===== src/cfi_pkg.sv =====
////////////////////////////////////////
// widths, opcodes and register numbers of the CFI monitor
// landing-pad field layout, shadow stack depth and fault causes
////////////////////////////////////////
package cfi_pkg;

    ////////////////////////////////////////
    // instruction stream
    ////////////////////////////////////////

    // address width of the retired instruction stream
    localparam int unsigned XLEN = 32;
    typedef logic [XLEN-1:0] pc_t;

    // functional opcode as reported by the commit stage
    typedef logic [3:0] op_t;
    localparam op_t OP_ADD  = 4'h1;
    localparam op_t OP_JAL  = 4'h2;
    localparam op_t OP_JALR = 4'h3;

    // architectural register numbers
    typedef logic [4:0] reg_addr_t;
    localparam reg_addr_t REG_ZERO = 5'd0;
    localparam reg_addr_t REG_RA   = 5'd1;
    localparam reg_addr_t REG_T0   = 5'd5;

    // immediate field, which carries the landing-pad encoding
    typedef logic [11:0] imm_t;

    // every instruction is 4 bytes, so a call returns to pc + 4
    localparam pc_t INSTR_BYTES = 32'd4;

    ////////////////////////////////////////
    // landing pad
    ////////////////////////////////////////

    // the two low bits tag the no-op as a landing pad
    localparam int unsigned PAD_TAG_LSB = 0;
    localparam int unsigned PAD_TAG_MSB = 1;
    localparam logic [PAD_TAG_MSB:PAD_TAG_LSB] PAD_TAG = 2'd2;

    // declared argument count of the function behind the pad
    localparam int unsigned ARGS_LSB = 2;
    localparam int unsigned ARGS_MSB = 10;
    typedef logic [ARGS_MSB-ARGS_LSB:0] arg_count_t;

    // set when the function takes a variable number of arguments
    localparam int unsigned VARIADIC_BIT = 11;

    // all ones means the last call was direct and no count was announced
    localparam arg_count_t ARGS_UNKNOWN = '1;

    ////////////////////////////////////////
    // shadow stack
    ////////////////////////////////////////

    localparam int unsigned SS_DEPTH = 16;
    localparam int unsigned SS_IDX_W = $clog2(SS_DEPTH);

    // two extra bits let the pointer count well past the storage depth
    typedef logic [SS_IDX_W+1:0] sp_t;

    ////////////////////////////////////////
    // faults and state machines
    ////////////////////////////////////////

    // cause codes follow the RISC-V access fault numbering
    typedef logic [3:0] cause_t;
    localparam cause_t CAUSE_NONE          = 4'd0;
    localparam cause_t CAUSE_RETURN_FAULT  = 4'd1;
    localparam cause_t CAUSE_LANDING_FAULT = 4'd5;

    // enum literals share the package scope, hence the prefixed idle states
    typedef enum logic {
        PAD_IDLE,
        AWAIT_PAD
    } pad_state_t;

    typedef enum logic {
        RET_IDLE,
        AWAIT_TARGET
    } ret_state_t;

endpackage

===== src/cfi_monitor.sv =====
////////////////////////////////////////
// top level of the CFI monitor
// decoder, return and landing-pad checkers, fault reporter
////////////////////////////////////////
module cfi_monitor (
    input  logic                clk_i,
    input  logic                rst_ni,
    input  logic                commit_valid_i,
    input  cfi_pkg::pc_t        commit_pc_i,
    input  cfi_pkg::op_t        commit_op_i,
    input  cfi_pkg::reg_addr_t  commit_rd_i,
    input  cfi_pkg::reg_addr_t  commit_rs1_i,
    input  cfi_pkg::imm_t       commit_imm_i,
    input  logic                commit_ex_i,
    input  logic                csr_en_i,
    input  cfi_pkg::arg_count_t indirect_args_i,
    output logic                fault_valid_o,
    output cfi_pkg::cause_t     fault_cause_o,
    output cfi_pkg::pc_t        fault_tval_o,
    output logic                clear_args_o
);
    import cfi_pkg::*;

    // decoded event, shared by both checkers
    logic       ev_valid;
    logic       ev_call;
    logic       ev_ret;
    logic       ev_pad;
    logic       ev_variadic;
    arg_count_t ev_args;
    pc_t        ev_pc;

    // verdicts
    logic       ret_fault;
    pc_t        ret_pc;
    logic       pad_fault;
    pc_t        call_pc;

    commit_decoder commit_decoder_inst (
        .clk_i          (clk_i),
        .rst_ni         (rst_ni),
        .commit_valid_i (commit_valid_i),
        .commit_pc_i    (commit_pc_i),
        .commit_op_i    (commit_op_i),
        .commit_rd_i    (commit_rd_i),
        .commit_rs1_i   (commit_rs1_i),
        .commit_imm_i   (commit_imm_i),
        .commit_ex_i    (commit_ex_i),
        .ev_valid_o     (ev_valid),
        .ev_call_o      (ev_call),
        .ev_ret_o       (ev_ret),
        .ev_pad_o       (ev_pad),
        .ev_variadic_o  (ev_variadic),
        .ev_args_o      (ev_args),
        .ev_pc_o        (ev_pc)
    );

    shadow_stack_checker shadow_stack_checker_inst (
        .clk_i       (clk_i),
        .rst_ni      (rst_ni),
        .csr_en_i    (csr_en_i),
        .ev_valid_i  (ev_valid),
        .ev_call_i   (ev_call),
        .ev_ret_i    (ev_ret),
        .ev_pc_i     (ev_pc),
        .ret_fault_o (ret_fault),
        .ret_pc_o    (ret_pc)
    );

    landing_pad_checker landing_pad_checker_inst (
        .clk_i           (clk_i),
        .rst_ni          (rst_ni),
        .csr_en_i        (csr_en_i),
        .indirect_args_i (indirect_args_i),
        .ev_valid_i      (ev_valid),
        .ev_call_i       (ev_call),
        .ev_pad_i        (ev_pad),
        .ev_variadic_i   (ev_variadic),
        .ev_args_i       (ev_args),
        .ev_pc_i         (ev_pc),
        .pad_fault_o     (pad_fault),
        .call_pc_o       (call_pc),
        .clear_args_o    (clear_args_o)
    );

    cfi_fault_reporter cfi_fault_reporter_inst (
        .clk_i         (clk_i),
        .rst_ni        (rst_ni),
        .ret_fault_i   (ret_fault),
        .ret_pc_i      (ret_pc),
        .pad_fault_i   (pad_fault),
        .call_pc_i     (call_pc),
        .fault_valid_o (fault_valid_o),
        .fault_cause_o (fault_cause_o),
        .fault_tval_o  (fault_tval_o)
    );

endmodule


===== src/cfi_fault_reporter.sv =====
////////////////////////////////////////
// fault reporter of the CFI monitor
////////////////////////////////////////
module cfi_fault_reporter (
    input  logic           clk_i,
    input  logic           rst_ni,
    input  logic           ret_fault_i,
    input  cfi_pkg::pc_t   ret_pc_i,
    input  logic           pad_fault_i,
    input  cfi_pkg::pc_t   call_pc_i,
    output logic           fault_valid_o,
    output cfi_pkg::cause_t fault_cause_o,
    output cfi_pkg::pc_t   fault_tval_o
);
    import cfi_pkg::*;

    cause_t cause_d;
    pc_t    tval_d;

    // a broken return wins over a missing pad in the same cycle
    always_comb begin
        cause_d = CAUSE_NONE;
        tval_d  = '0;
        if (ret_fault_i) begin
            cause_d = CAUSE_RETURN_FAULT;
            tval_d  = ret_pc_i;
        end else if (pad_fault_i) begin
            cause_d = CAUSE_LANDING_FAULT;
            tval_d  = call_pc_i;
        end
    end

    // cause and tval drop back to zero with the valid bit
    always_ff @(posedge clk_i) begin
        if (!rst_ni) begin
            fault_valid_o <= 1'b0;
            fault_cause_o <= CAUSE_NONE;
            fault_tval_o  <= '0;
        end else begin
            fault_valid_o <= ret_fault_i || pad_fault_i;
            fault_cause_o <= cause_d;
            fault_tval_o  <= tval_d;
        end
    end

endmodule


===== src/landing_pad_checker.sv =====
////////////////////////////////////////
// forward edge check of the CFI monitor
// each call must land on a pad with matching arguments
////////////////////////////////////////
module landing_pad_checker (
    input  logic                clk_i,
    input  logic                rst_ni,
    input  logic                csr_en_i,
    input  cfi_pkg::arg_count_t indirect_args_i,
    input  logic                ev_valid_i,
    input  logic                ev_call_i,
    input  logic                ev_pad_i,
    input  logic                ev_variadic_i,
    input  cfi_pkg::arg_count_t ev_args_i,
    input  cfi_pkg::pc_t        ev_pc_i,
    output logic                pad_fault_o,
    output cfi_pkg::pc_t        call_pc_o,
    output logic                clear_args_o
);
    import cfi_pkg::*;

    pad_state_t state_q;
    pad_state_t state_d;
    logic       arm;
    logic       resolve;
    logic       args_ok;
    logic       pad_ok;
    pc_t        call_pc_q;

    // a direct call leaves the count unknown and any pad is accepted
    // a variadic pad takes at least the announced count, others exactly that count
    always_comb begin
        if (indirect_args_i == ARGS_UNKNOWN) begin
            args_ok = 1'b1;
        end else if (ev_variadic_i) begin
            args_ok = ev_args_i >= indirect_args_i;
        end else begin
            args_ok = ev_args_i == indirect_args_i;
        end
    end

    assign pad_ok = ev_pad_i && args_ok;

    ////////////////////////////////////////
    // state machine
    ////////////////////////////////////////

    assign arm     = csr_en_i && ev_valid_i && ev_call_i;
    assign resolve = ev_valid_i && (state_q == AWAIT_PAD);

    // a call right after a call is checked and also arms the next check
    always_comb begin
        state_d = state_q;
        if (arm) begin
            state_d = AWAIT_PAD;
        end else if (resolve) begin
            state_d = PAD_IDLE;
        end
    end

    always_ff @(posedge clk_i) begin
        if (!rst_ni) begin
            state_q      <= PAD_IDLE;
            pad_fault_o  <= 1'b0;
            clear_args_o <= 1'b0;
        end else begin
            state_q      <= state_d;
            pad_fault_o  <= resolve && csr_en_i && !pad_ok;
            // the count register is consumed by each check and held clear when off
            clear_args_o <= resolve || !csr_en_i;
        end
    end

    ////////////////////////////////////////
    // call address
    ////////////////////////////////////////

    always_ff @(posedge clk_i) begin
        if (arm) begin
            call_pc_q <= ev_pc_i;
        end
    end

    // a fault names the call, not the instruction it landed on
    always_ff @(posedge clk_i) begin
        if (resolve) begin
            call_pc_o <= call_pc_q;
        end
    end

endmodule


===== src/shadow_stack_checker.sv =====
////////////////////////////////////////
// backward edge check of the CFI monitor
// compares the target of each return with the shadow stack
////////////////////////////////////////
module shadow_stack_checker (
    input  logic         clk_i,
    input  logic         rst_ni,
    input  logic         csr_en_i,
    input  logic         ev_valid_i,
    input  logic         ev_call_i,
    input  logic         ev_ret_i,
    input  cfi_pkg::pc_t ev_pc_i,
    output logic         ret_fault_o,
    output cfi_pkg::pc_t ret_pc_o
);
    import cfi_pkg::*;

    ret_state_t state_q;
    ret_state_t state_d;
    logic       push;
    logic       pop;
    logic       arm;
    logic       resolve;
    logic       mismatch;
    pc_t        top_addr;
    logic       top_valid;
    pc_t        tgt_addr_q;
    logic       tgt_valid_q;
    pc_t        ret_pc_q;

    // the stack only moves while the monitor is enabled
    assign push = csr_en_i && ev_valid_i && ev_call_i;
    assign pop  = csr_en_i && ev_valid_i && ev_ret_i;

    return_stack return_stack_inst (
        .clk_i       (clk_i),
        .rst_ni      (rst_ni),
        .push_i      (push),
        .push_addr_i (ev_pc_i + INSTR_BYTES),
        .pop_i       (pop),
        .top_addr_o  (top_addr),
        .top_valid_o (top_valid)
    );

    ////////////////////////////////////////
    // state machine
    ////////////////////////////////////////

    // every enabled return arms the check, even the one that resolves the last
    assign arm     = pop;
    assign resolve = ev_valid_i && (state_q == AWAIT_TARGET);

    always_comb begin
        state_d = state_q;
        if (arm) begin
            state_d = AWAIT_TARGET;
        end else if (resolve) begin
            state_d = RET_IDLE;
        end
    end

    // an address lost to overflow was captured as invalid and is not compared
    assign mismatch = tgt_valid_q && (tgt_addr_q != ev_pc_i);

    always_ff @(posedge clk_i) begin
        if (!rst_ni) begin
            state_q     <= RET_IDLE;
            ret_fault_o <= 1'b0;
        end else begin
            state_q     <= state_d;
            ret_fault_o <= resolve && csr_en_i && mismatch;
        end
    end

    ////////////////////////////////////////
    // captured return
    ////////////////////////////////////////

    // the popped address is taken before the pointer moves past it
    always_ff @(posedge clk_i) begin
        if (arm) begin
            tgt_addr_q  <= top_addr;
            tgt_valid_q <= top_valid;
            ret_pc_q    <= ev_pc_i;
        end
    end

    // the reported pc is the return itself and not its target
    always_ff @(posedge clk_i) begin
        if (resolve) begin
            ret_pc_o <= ret_pc_q;
        end
    end

endmodule


===== src/return_stack.sv =====
////////////////////////////////////////
// return address storage of the shadow stack
// the pointer keeps counting after the storage is full
////////////////////////////////////////
module return_stack (
    input  logic         clk_i,
    input  logic         rst_ni,
    input  logic         push_i,
    input  cfi_pkg::pc_t push_addr_i,
    input  logic         pop_i,
    output cfi_pkg::pc_t top_addr_o,
    output logic         top_valid_o
);
    import cfi_pkg::*;

    pc_t                 mem [SS_DEPTH];
    sp_t                 sp_q;
    sp_t                 sp_inc;
    sp_t                 sp_dec;
    logic [SS_IDX_W-1:0] top_idx;
    logic [SS_IDX_W-1:0] wr_idx;
    logic                room;
    logic                sp_max;

    assign sp_inc = sp_q + sp_t'(1);
    assign sp_dec = sp_q - sp_t'(1);

    // the top entry sits one below the pointer, the next free slot at the pointer
    assign top_idx = sp_dec[SS_IDX_W-1:0];
    assign wr_idx  = sp_q[SS_IDX_W-1:0];

    // a push lands in storage only while a free slot is left
    assign room = sp_q < sp_t'(SS_DEPTH);

    // the pointer saturates, nesting deeper than its range is not tracked
    assign sp_max = &sp_q;

    // entries past the depth were never stored, so the top is only trusted in range
    assign top_valid_o = (sp_q != '0) && (sp_q <= sp_t'(SS_DEPTH));
    assign top_addr_o  = mem[top_idx];

    ////////////////////////////////////////
    // stack pointer
    ////////////////////////////////////////

    always_ff @(posedge clk_i) begin
        if (!rst_ni) begin
            sp_q <= '0;
        end else if (push_i && !pop_i && !sp_max) begin
            sp_q <= sp_inc;
        end else if (pop_i && !push_i && (sp_q != '0)) begin
            sp_q <= sp_dec;
        end
    end

    ////////////////////////////////////////
    // storage
    ////////////////////////////////////////

    // a push together with a pop replaces the top in place
    always_ff @(posedge clk_i) begin
        if (push_i && pop_i) begin
            if (top_valid_o) begin
                mem[top_idx] <= push_addr_i;
            end
        end else if (push_i && room) begin
            mem[wr_idx] <= push_addr_i;
        end
    end

endmodule


===== src/commit_decoder.sv =====
////////////////////////////////////////
// commit decoder of the CFI monitor
// registers and classifies one retired instruction per cycle
////////////////////////////////////////
module commit_decoder (
    input  logic                clk_i,
    input  logic                rst_ni,
    input  logic                commit_valid_i,
    input  cfi_pkg::pc_t        commit_pc_i,
    input  cfi_pkg::op_t        commit_op_i,
    input  cfi_pkg::reg_addr_t  commit_rd_i,
    input  cfi_pkg::reg_addr_t  commit_rs1_i,
    input  cfi_pkg::imm_t       commit_imm_i,
    input  logic                commit_ex_i,
    output logic                ev_valid_o,
    output logic                ev_call_o,
    output logic                ev_ret_o,
    output logic                ev_pad_o,
    output logic                ev_variadic_o,
    output cfi_pkg::arg_count_t ev_args_o,
    output cfi_pkg::pc_t        ev_pc_o
);
    import cfi_pkg::*;

    logic take;
    logic is_call;
    logic is_ret;
    logic is_pad;
    logic link_rd;
    logic link_rs1;

    // instructions that trapped on their own never reach the checkers
    assign take = commit_valid_i && !commit_ex_i;

    // ra and t0 are the two link registers of the calling convention
    assign link_rd  = (commit_rd_i == REG_RA) || (commit_rd_i == REG_T0);
    assign link_rs1 = (commit_rs1_i == REG_RA) || (commit_rs1_i == REG_T0);

    // a jump that writes a link register is a call
    assign is_call = ((commit_op_i == OP_JAL) || (commit_op_i == OP_JALR)) && link_rd;

    // an indirect jump through a link register that discards the link is a return
    assign is_ret = (commit_op_i == OP_JALR) && (commit_rd_i == REG_ZERO) && link_rs1;

    // the landing pad is an add to x0 from x0 with the pad tag in the immediate
    assign is_pad = (commit_op_i == OP_ADD) &&
                    (commit_rd_i == REG_ZERO) &&
                    (commit_rs1_i == REG_ZERO) &&
                    (commit_imm_i[PAD_TAG_MSB:PAD_TAG_LSB] == PAD_TAG);

    always_ff @(posedge clk_i) begin
        if (!rst_ni) begin
            ev_valid_o <= 1'b0;
        end else begin
            ev_valid_o <= take;
        end
    end

    // the event payload only means something while ev_valid_o is high
    always_ff @(posedge clk_i) begin
        if (take) begin
            ev_call_o     <= is_call;
            ev_ret_o      <= is_ret;
            ev_pad_o      <= is_pad;
            ev_variadic_o <= commit_imm_i[VARIADIC_BIT];
            ev_args_o     <= commit_imm_i[ARGS_MSB:ARGS_LSB];
            ev_pc_o       <= commit_pc_i;
        end
    end

endmodule


===== config.mk =====
export PLATFORM = sky130hd
export DESIGN_NAME = cfi_monitor
export DESIGN_NICKNAME = d
export VERILOG_FILES = /design/src/cfi_pkg.sv /design/src/cfi_monitor.sv /design/src/cfi_fault_reporter.sv /design/src/landing_pad_checker.sv /design/src/shadow_stack_checker.sv /design/src/return_stack.sv /design/src/commit_decoder.sv
export SDC_FILE = /design/constraint.sdc
export NUM_CORES = 1
export LEC_CHECK = 0
export ABC_AREA = 1
export BUFFER_PORTS_ARGS = -buffer_cell sky130_fd_sc_hd__buf_2
export CELL_PAD_IN_SITES_DETAIL_PLACEMENT = 1
export CELL_PAD_IN_SITES_GLOBAL_PLACEMENT = 2
export CORE_MARGIN = 5
export CORE_UTILIZATION = 30
export DETAILED_ROUTE_END_ITERATION = 16
export PLACE_DENSITY = 0.58
export SETUP_SLACK_MARGIN = 0.02
export SYNTH_ARGS = -nofsm -noshare
export SYNTH_HDL_FRONTEND = slang
export SYNTH_SLANG_ARGS = --single-unit

===== constraint.sdc =====
create_clock -name clk_i -period 5.9 [get_ports clk_i]
set_input_delay 0 -clock clk_i [delete_from_list [all_inputs] [get_ports clk_i]]
set_output_delay 0 -clock clk_i [all_outputs]
set_load 0.01 [all_outputs]

==> reports/summary.txt, run 1 <==
outcome = complete, no violations
Synth top area share = 0.720
Initial Utilization = 0.303
Pins Over Slew Limit = 0
CTS tree = done
port bufs = 107
clk root buf = clkbuf_16
layout cell share with drive strength beyond 1 = 0.124
register area share after synthesis = 0.751
RSZ-0062 raised after global routing = false
post-synthesis cell count = 2297
pwr/cell area = 327 nW/um2
clk sink count = 764
number of global-route vias before repair = 19900
Worst-path clk slew = 60 ps
total CTS buffers = 85
Ports = 110
crit path launch type = register
kind of critical path = register to register
Util after Layout = 0.359
min Tclk post-route = 4370 ps
dominant synthesized flop cell = edfxtp_1
Leak Pwr = 12.1 nW
Crit. End Element = register
largest cells by area after synthesis = edfxtp_1, nor2_1, o21ai_0, o211ai_1, dfxtp_1
mean post-synth cell area = 13.0 um2
WL/cell = 22.5 um
GPL Wtd Cong = 0.786
Yosys reg bits = 764
Setup Skew = 23.5 ps
pre-CTS setup slack = 1450 ps
Max-cap violations = 0
clk_lat worst skew = 650 ps
remaining global-route overflow = 0
global-route wire length before repair = 129000 um
DRC = 0
crit path max fanout = 78
First DRT Iteration DRCs = 1262
Setup Viol. Count Final = 0
Arr. time, crit path = 4680 ps
antenna violations before repair = 2
Ys Warns = 0
GRT Util Overall = 0.160
chip width = 326 um
Slew headroom = 0.0873
ys async rst share = 0
CTS H-tree depth = 3
Core Region = 98700 um2
Synth top cells by count = edfxtp_1, nor2_1, o21ai_0
vias per inst = 4.83
cts hold-fix bufs = 58
EDFF count, synth = 718
placed wire-length estimate = 51500 um
# rows = 115
VDD IR max = 0.188 mV
DRT Pass-1 Iters = 5
final WL = 86400 um
Hold Fails Final Rpt = 0
Post-CTS Setup Inserts = 0
die area = 106000 um2
worst min path class = input pin to register
Area Growth Syn to Fin = 18.3%
post-synth top area cell = edfxtp_1
Worst Hold Depth = 9
Worst Slack Setup Final = 1530 ps
layout net count = 2562
setup TNS = 0 ps
Post-DP Area = 32100 um2
Placed Cells = 3618
library cells used by synthesis = 34
Required @ worst endpoint = 6220 ps
DRT antenna net count = 0
largest net degree at the start of global routing = 195
Cell Area, Synth = 29900 um2
DR vias = 18500
post-cts sizing count = 0
Final Instance Area = 35400 um2
worst slew pin tran = 1370 ps
Tcrit/Tclk final = 0.740
FF-to-FF path depth = 10
count leader, synth = edfxtp_1
Max Clk Rate = 0.229 GHz
maximum clock insertion buffer count = 3
post-route insts no fill = 3836
die height = 326 um
## state kept, by name, indices dropped and copies added (netlist names), 2 cells and up
name / cells
shadow_stack_checker_inst.return_stack_inst.mem: 512
cfi_fault_reporter_inst.fault_tval_o: 32
commit_decoder_inst.ev_pc_o: 32
landing_pad_checker_inst.call_pc_o: 32
landing_pad_checker_inst.call_pc_q: 32
shadow_stack_checker_inst.ret_pc_o: 32
shadow_stack_checker_inst.ret_pc_q: 32
shadow_stack_checker_inst.tgt_addr_q: 32
commit_decoder_inst.ev_args_o: 9
shadow_stack_checker_inst.return_stack_inst.sp_q: 6
cfi_fault_reporter_inst.fault_cause_o: 2
## where the power goes
| group | switching [mW] | internal [mW] | total [mW] |
|---|---|---|---|
| sequential | 0.0509 | 5.98 | 6.03 |
| combinational | 0.244 | 0.103 | 0.347 |
| clock | 2.19 | 3.00 | 5.20 |
| total | 2.49 | 9.08 | 11.6 |
## per-layer routing
layer / part of all wire / vias up / GRT usage
li1: - / 8640 / -
met2: 0.49 / 323 / 0.272
met3: 0.039 / 96 / 0.0267
met4: 0.018 / 0 / 0.0407
met1: 0.46 / 9461 / 0.215
met5: 0 / - / 0
## through the flow
step	hold slack [ps]	total power [mW]
2_1_floorplan	77.6	6.28
3_3_place_gp	179	6.46
3_5_place_dp	179	6.47
4_1_cts	12.0	11.7
5_1_grt	54.8	12.0
6_report	47.8	11.6
## final cells by class
class	count	area (um2)
fill	10400	63300
sequential	764	22500
multi-input combinational	1306	6640
clock buffer	112	2350
tap	1287	1610
timing repair buffer	212	1520
inverter	108	412
clock inverter	45	395
antenna	2	5.00
## critical path: stages, from the launching register on
cell and delay [ps]:
dfxtp_4 850, inv_6 420, ha_1 410, xnor2_2 170
inv_2 60, buf_4 430, nand2_1 110, o21ai_1 160
nand2_1 280, nor2_4 680, buf_4 410
## logic make-up (layout without fill, tap and decap cells)
logic type,count (synthesis),in the layout,synth area share
flops,764,764,0.751
xor+xnor,31,31,0.00969
simple gates,824,824,0.110
buf+inv,228,477,0.0348
fa+ha+maj,13,13,0.00543
compound gates,436,436,0.0893
other cells,1,4,0.000125
## path summary, 6_finish.rpt
kind	startpoint	end	slack [ps]
min	indirect_args_i[8]	landing_pad_checker_inst.pad_fault_o$_SDFF_PN0_	50
max reg2reg	register	register	1530
max	register	register	1530
min reg2reg	shadow_stack_checker_inst.ret_pc_q[9]$_DFFE_PP_	shadow_stack_checker_inst.ret_pc_o[9]$_DFFE_PP_	410
## layout by cell type (no fill, tap or decap), types with 2 or more instances in the layout
cell,count
ha_1,12
xnor2_2,3
buf_4,43
clkbuf_8,2
dfxtp_1,45
clkinv_4,2
o21ai_0,235
xor2_1,21
edfxtp_1,718
clkinvlp_4,3
buf_12,4
bufinv_16,4
xor2_2,6
clkbuf_1,20
diode_2,2
a32o_1,32
nand3_2,2
a21oi_1,10
nor3_1,16
dlygate4sd3_1,58
clkinv_8,4
nand4_1,15
clkbuf_16,90
o211ai_1,128
clkinv_2,12
clkinv_1,19
nand2_1,221
inv_2,4
nor2_1,460
inv_1,101
inv_6,3
nand3_1,88
nor2_4,18
conb_1,2
buf_2,107
o21ai_1,27
Power figures use the tool's default switching activity.
==> inputs of run 2 (changes only) <==
clock period = 4.6 ns   (was 5.9 ns; I/O delays follow)
==> reports/summary.txt, run 2 (synthesis results as in run 1) <==
WL/cell = 23.1 um
Max-cap violations = 0
maximum clock insertion buffer count = 3
DRC = 0
placed wire-length estimate = 50800 um
remaining global-route overflow = 0
First DRT Iteration DRCs = 1331
Arr. time, crit path = 3800 ps
Area Growth Syn to Fin = 18.5%
PnR Total Power = 14.9 mW
layout net count = 2563
most frequent cells in the layout = edfxtp_1, nor2_1, o21ai_0, nand2_1, o211ai_1
worst min path class = input pin to register
Tcrit/Tclk final = 0.775
Crit. End Element = register
Util after Layout = 0.359
Max Clk Rate = 0.281 GHz
layout cell share with drive strength beyond 1 = 0.123
clk root buf = clkbuf_16
number of global-route vias before repair = 20100
clk_lat worst skew = 620 ps
pwr/cell area = 420 nW/um2
multi-input logic area = 6600 um2
die area = 106000 um2
min Tclk post-route = 3560 ps
leading cell type in the layout, fill and taps excluded = edfxtp_1
total CTS buffers = 85
crit path max fanout = 16
vias per inst = 4.89
antenna violations before repair = 1
chip width = 326 um
# rows = 115
Initial Utilization = 0.303
Leak Pwr = 12.1 nW
VDD IR max = 0.255 mV
port bufs = 107
Core Region = 98700 um2
max reg flops = 512
largest net degree at the start of global routing = 180
crit path launch type = register
Most flops, register = shadow_stack_checker_inst.return_stack_inst.mem
outcome = complete, no violations
kind of critical path = register to register
clk sink count = 764
CTS tree = done
R2R Setup Slk = 1040 ps
GRT Util Overall = 0.164
Post-CTS Setup Inserts = 0
RSZ-0062 raised after global routing = false
Worst-path clk slew = 60 ps
die height = 326 um
Ports = 110
DR vias = 18800
global-route wire length before repair = 131000 um
DRT antenna net count = 0
Slew headroom = 0.130
worst slew pin tran = 1300 ps
storage element area = 22500 um2
fillers = 10400
Pins Over Slew Limit = 0
Required @ worst endpoint = 4830 ps
post-cts sizing count = 0
setup TNS = 0 ps
GPL Wtd Cong = 0.754
Hold Fails Final Rpt = 0
Setup Viol. Count Final = 0
CTS H-tree depth = 3
DRT Pass-1 Iters = 6
Setup Skew = 20.0 ps
cts hold-fix bufs = 56
final WL = 88800 um
-- run 2: cell types whose count changed in the layout (fill, tap and decap cells not counted), moves of 4 or more --
cell / previous run / this run
buf_12: 4 / 12
buf_4: 43 / 38
bufinv_16: 4 / 8
clkinv_2: 12 / 17
-- run 2: worst paths after layout --
path,endpoint,depth (start not counted),from
max,register,5,commit_decoder_inst.ev_pc_o[2]$_DFFE_PP_
min reg2reg,shadow_stack_checker_inst.ret_pc_o[26]$_DFFE_PP_,0,shadow_stack_checker_inst.ret_pc_q[26]$_DFFE_PP_
min,landing_pad_checker_inst.pad_fault_o$_SDFF_PN0_,8,indirect_args_i[0]
max reg2reg,register,5,commit_decoder_inst.ev_pc_o[2]$_DFFE_PP_
-- run 2: per-stage QoR --
stage | hold slack [ps] | cells | setup WS, ps | instance area, um2
global route | 71.5 | 3834 | 839 | 35500
CTS | 33.5 | 3833 | 910 | 35400
finish | 64.9 | 3836 | 1040 | 35500
floorplan | 77.6 | 2298 | 457 | 30000
detailed placement | 179 | 3621 | 929 | 32100
global placement | 179 | 3621 | 1020 | 32100
-- run 2: metal layers --
layer  vias to the layer above  track usage  wire (um)
li1                       8630            -          -
met1                      9672        0.213      39200
met2                       362        0.288      44300
met3                       109       0.0237       3430
met4                         0       0.0429       1820
met5                         -            0          0
-- run 2: final cells by class --
class | count | area share
antenna | 2 | 0.000141
inverter | 108 | 0.0116
timing repair buffer | 213 | 0.0457
multi-input combinational | 1306 | 0.186
tap | 1287 | 0.0454
clock buffer | 110 | 0.0650
sequential | 764 | 0.634
clock inverter | 46 | 0.0126
-- run 2: report_power, final --
part	internal [mW]	switching (mW)	total (mW)	leakage, nW
combinational	0.128	0.295	0.423	3.92
sequential	7.67	0.0691	7.74	6.84
clock	3.99	2.76	6.74	1.35
total	11.8	3.12	14.9	12.1
-- run 2: worst max-delay path, stage by stage, from the launching register on --
cell and delay [ps]:
edfxtp_1 640, ha_1 400, nand3_1 340, nor3_1 530
nand4_1 220, xor2_1 1040
==> inputs of run 3 (changes only) <==
clock period = 3.5 ns   (was 4.6 ns; I/O delays follow)
==> reports/summary.txt, run 3 (synthesis results as in run 1) <==
outcome = complete, no violations
Pins Over Slew Limit = 0
Initial Utilization = 0.303
largest net degree at the start of global routing = 183
Max Clk Rate = 0.335 GHz
Slew headroom = 0.245
crit path max fanout = 24
GPL Wtd Cong = 0.734
WP depth = 8
max reg flops = 512
WHS = 56.7 ps
met3 Use GR = 0.0280
Crit. End Element = register
clk_lat worst skew = 630 ps
family with the most delay on the worst path = simple AND/OR/NAND/NOR gates
clk sink count = 764
Required @ worst endpoint = 3810 ps
DRT antenna net count = 0
Sw Share = 0.213
post-cts sizing count = 0
Post-CTS Setup Inserts = 0
DR vias = 18700
busiest layer in global routing = met2
# rows = 115
Max-cap violations = 0
net load switching power = 4.13 mW
RSZ-0062 raised after global routing = false
Core Region = 98700 um2
fillers = 10300
placed wire-length estimate = 50600 um
most frequent cell on the critical path = nand3_1
storage element area = 22500 um2
First DRT Iteration DRCs = 1088
FF-to-FF path depth = 8
min Tclk post-route = 2990 ps
Final Instance Area = 35700 um2
DRT Pass-1 Iters = 5
kind of critical path = register to register
pre-CTS setup slack = 512 ps
Tcrit/Tclk final = 0.854
combinational fraction of design power = 0.031
most frequent cells in the layout = edfxtp_1, nor2_1, o21ai_0, nand2_1, o211ai_1
Worst Slack Setup Final = 511 ps
Worst-path clk slew = 60 ps
CTS tree = done
Setup Viol. Count Final = 0
setup TNS = 0 ps
antenna violations before repair = 3
Most flops, register = shadow_stack_checker_inst.return_stack_inst.mem
Worst Hold Depth = 9
met2 Use GR = 0.271
final WL = 86100 um
remaining global-route overflow = 0
DRC = 0
multi-input logic area = 6620 um2
post-route insts no fill = 3857
Post-DP Area = 32400 um2
CP max stage delay = 490 ps
global-route wire length before repair = 130000 um
internal power = 15.3 mW
Hold Fails Final Rpt = 0
power share of the sequential group = 0.523
cts hold-fix bufs = 59
crit path launch type = register
clk root buf = clkbuf_16
maximum clock insertion buffer count = 3
Leak Pwr = 12.2 nW
Clk pwr share = 0.446
met1 Track Usage GR = 0.215
Ports = 110
vias per inst = 4.85
GRT Util Overall = 0.160
Bufs and invs on worst path = 2
layout cell share with drive strength beyond 1 = 0.129
CTS H-tree depth = 3
total CTS buffers = 86
die height = 326 um
Setup Skew = 18.6 ps
Slowest-stage cell, CP = nand3_1
port bufs = 107
Placed Cells = 3641
die area = 106000 um2
Area Growth Syn to Fin = 19.1%
layout net count = 2586
worst slew pin tran = 1130 ps
WL/cell = 22.3 um
leading cell type in the layout, fill and taps excluded = edfxtp_1
Arr. time, crit path = 3300 ps
crit-path cells = inv_1 > ha_4 > nand3_1 > nand3_1 > o21ai_1 > nand3_1 > nor2_4 > buf_12
worst min path class = input pin to register
pwr/cell area = 544 nW/um2
chip width = 326 um
number of global-route vias before repair = 20300
VDD IR max = 0.339 mV
==> run 3: changes by cell type in the layout (fill, tap and decap cells not counted), moves of 2 or more <==
cell           before  now
bufinv_16           8    5
buf_12             12   15
clkinvlp_4          1    7
clkbuf_16          88   86
xor2_2              3    6
dlygate4sd3_1      56   59
inv_16              1    3
xor2_1             24   21
clkbuf_1           20   24
buf_4              38   54
clkbuf_8            2    4
clkinv_2           17    9
==> run 3: power by group through the flow <==
stage	clock network (mW)	logic, mW	registers, mW
global route	9.35	0.671	10.2
floorplan	0	0.277	10.3
global placement	0	0.555	10.3
CTS	8.95	0.617	10.2
detailed placement	0	0.567	10.3
finish	8.64	0.602	10.2
==> run 3: stage by stage <==
step            util  total power, mW
2_1_floorplan      -             10.6
3_3_place_gp   0.328             10.9
3_5_place_dp   0.328             10.9
4_1_cts        0.361             19.7
5_1_grt        0.361             20.2
6_report       0.361             19.4
==> run 3: cell type report <==
cell class                      count  area share
Timing Repair Buffer              235      0.0514
Sequential cell                   764       0.631
Inverter                          108      0.0116
Clock buffer                      114      0.0644
Clock inverter                     42      0.0111
Multi-Input combinational cell   1306       0.186
Tap cell                         1287      0.0452
Antenna cell                        1   0.0000702
==> run 3: tightest hold or removal path, cell delays in order <==
cell	delay (ps)
buf_2	110
inv_1	50
ha_1	140
a21o_1	80
nor2_1	40
nand2_1	60
nand2_1	40
nand2_1	50
a21oi_1	50
==> run 3: layer usage <==
layer | share of wire | up-vias
li1 | - | 8681
met1 | 0.45 | 9539
met2 | 0.48 | 355
met3 | 0.044 | 124
met4 | 0.022 | 0
met5 | 0 | -
==> run 3: worst paths after layout <==
path,slack [ps],to,from
max,510,register,register
min,60,landing_pad_checker_inst.pad_fault_o$_SDFF_PN0_,indirect_args_i[8]
max reg2reg,510,register,register
min reg2reg,410,landing_pad_checker_inst.call_pc_o[16]$_DFFE_PP_,landing_pad_checker_inst.call_pc_q[16]$_DFFE_PP_
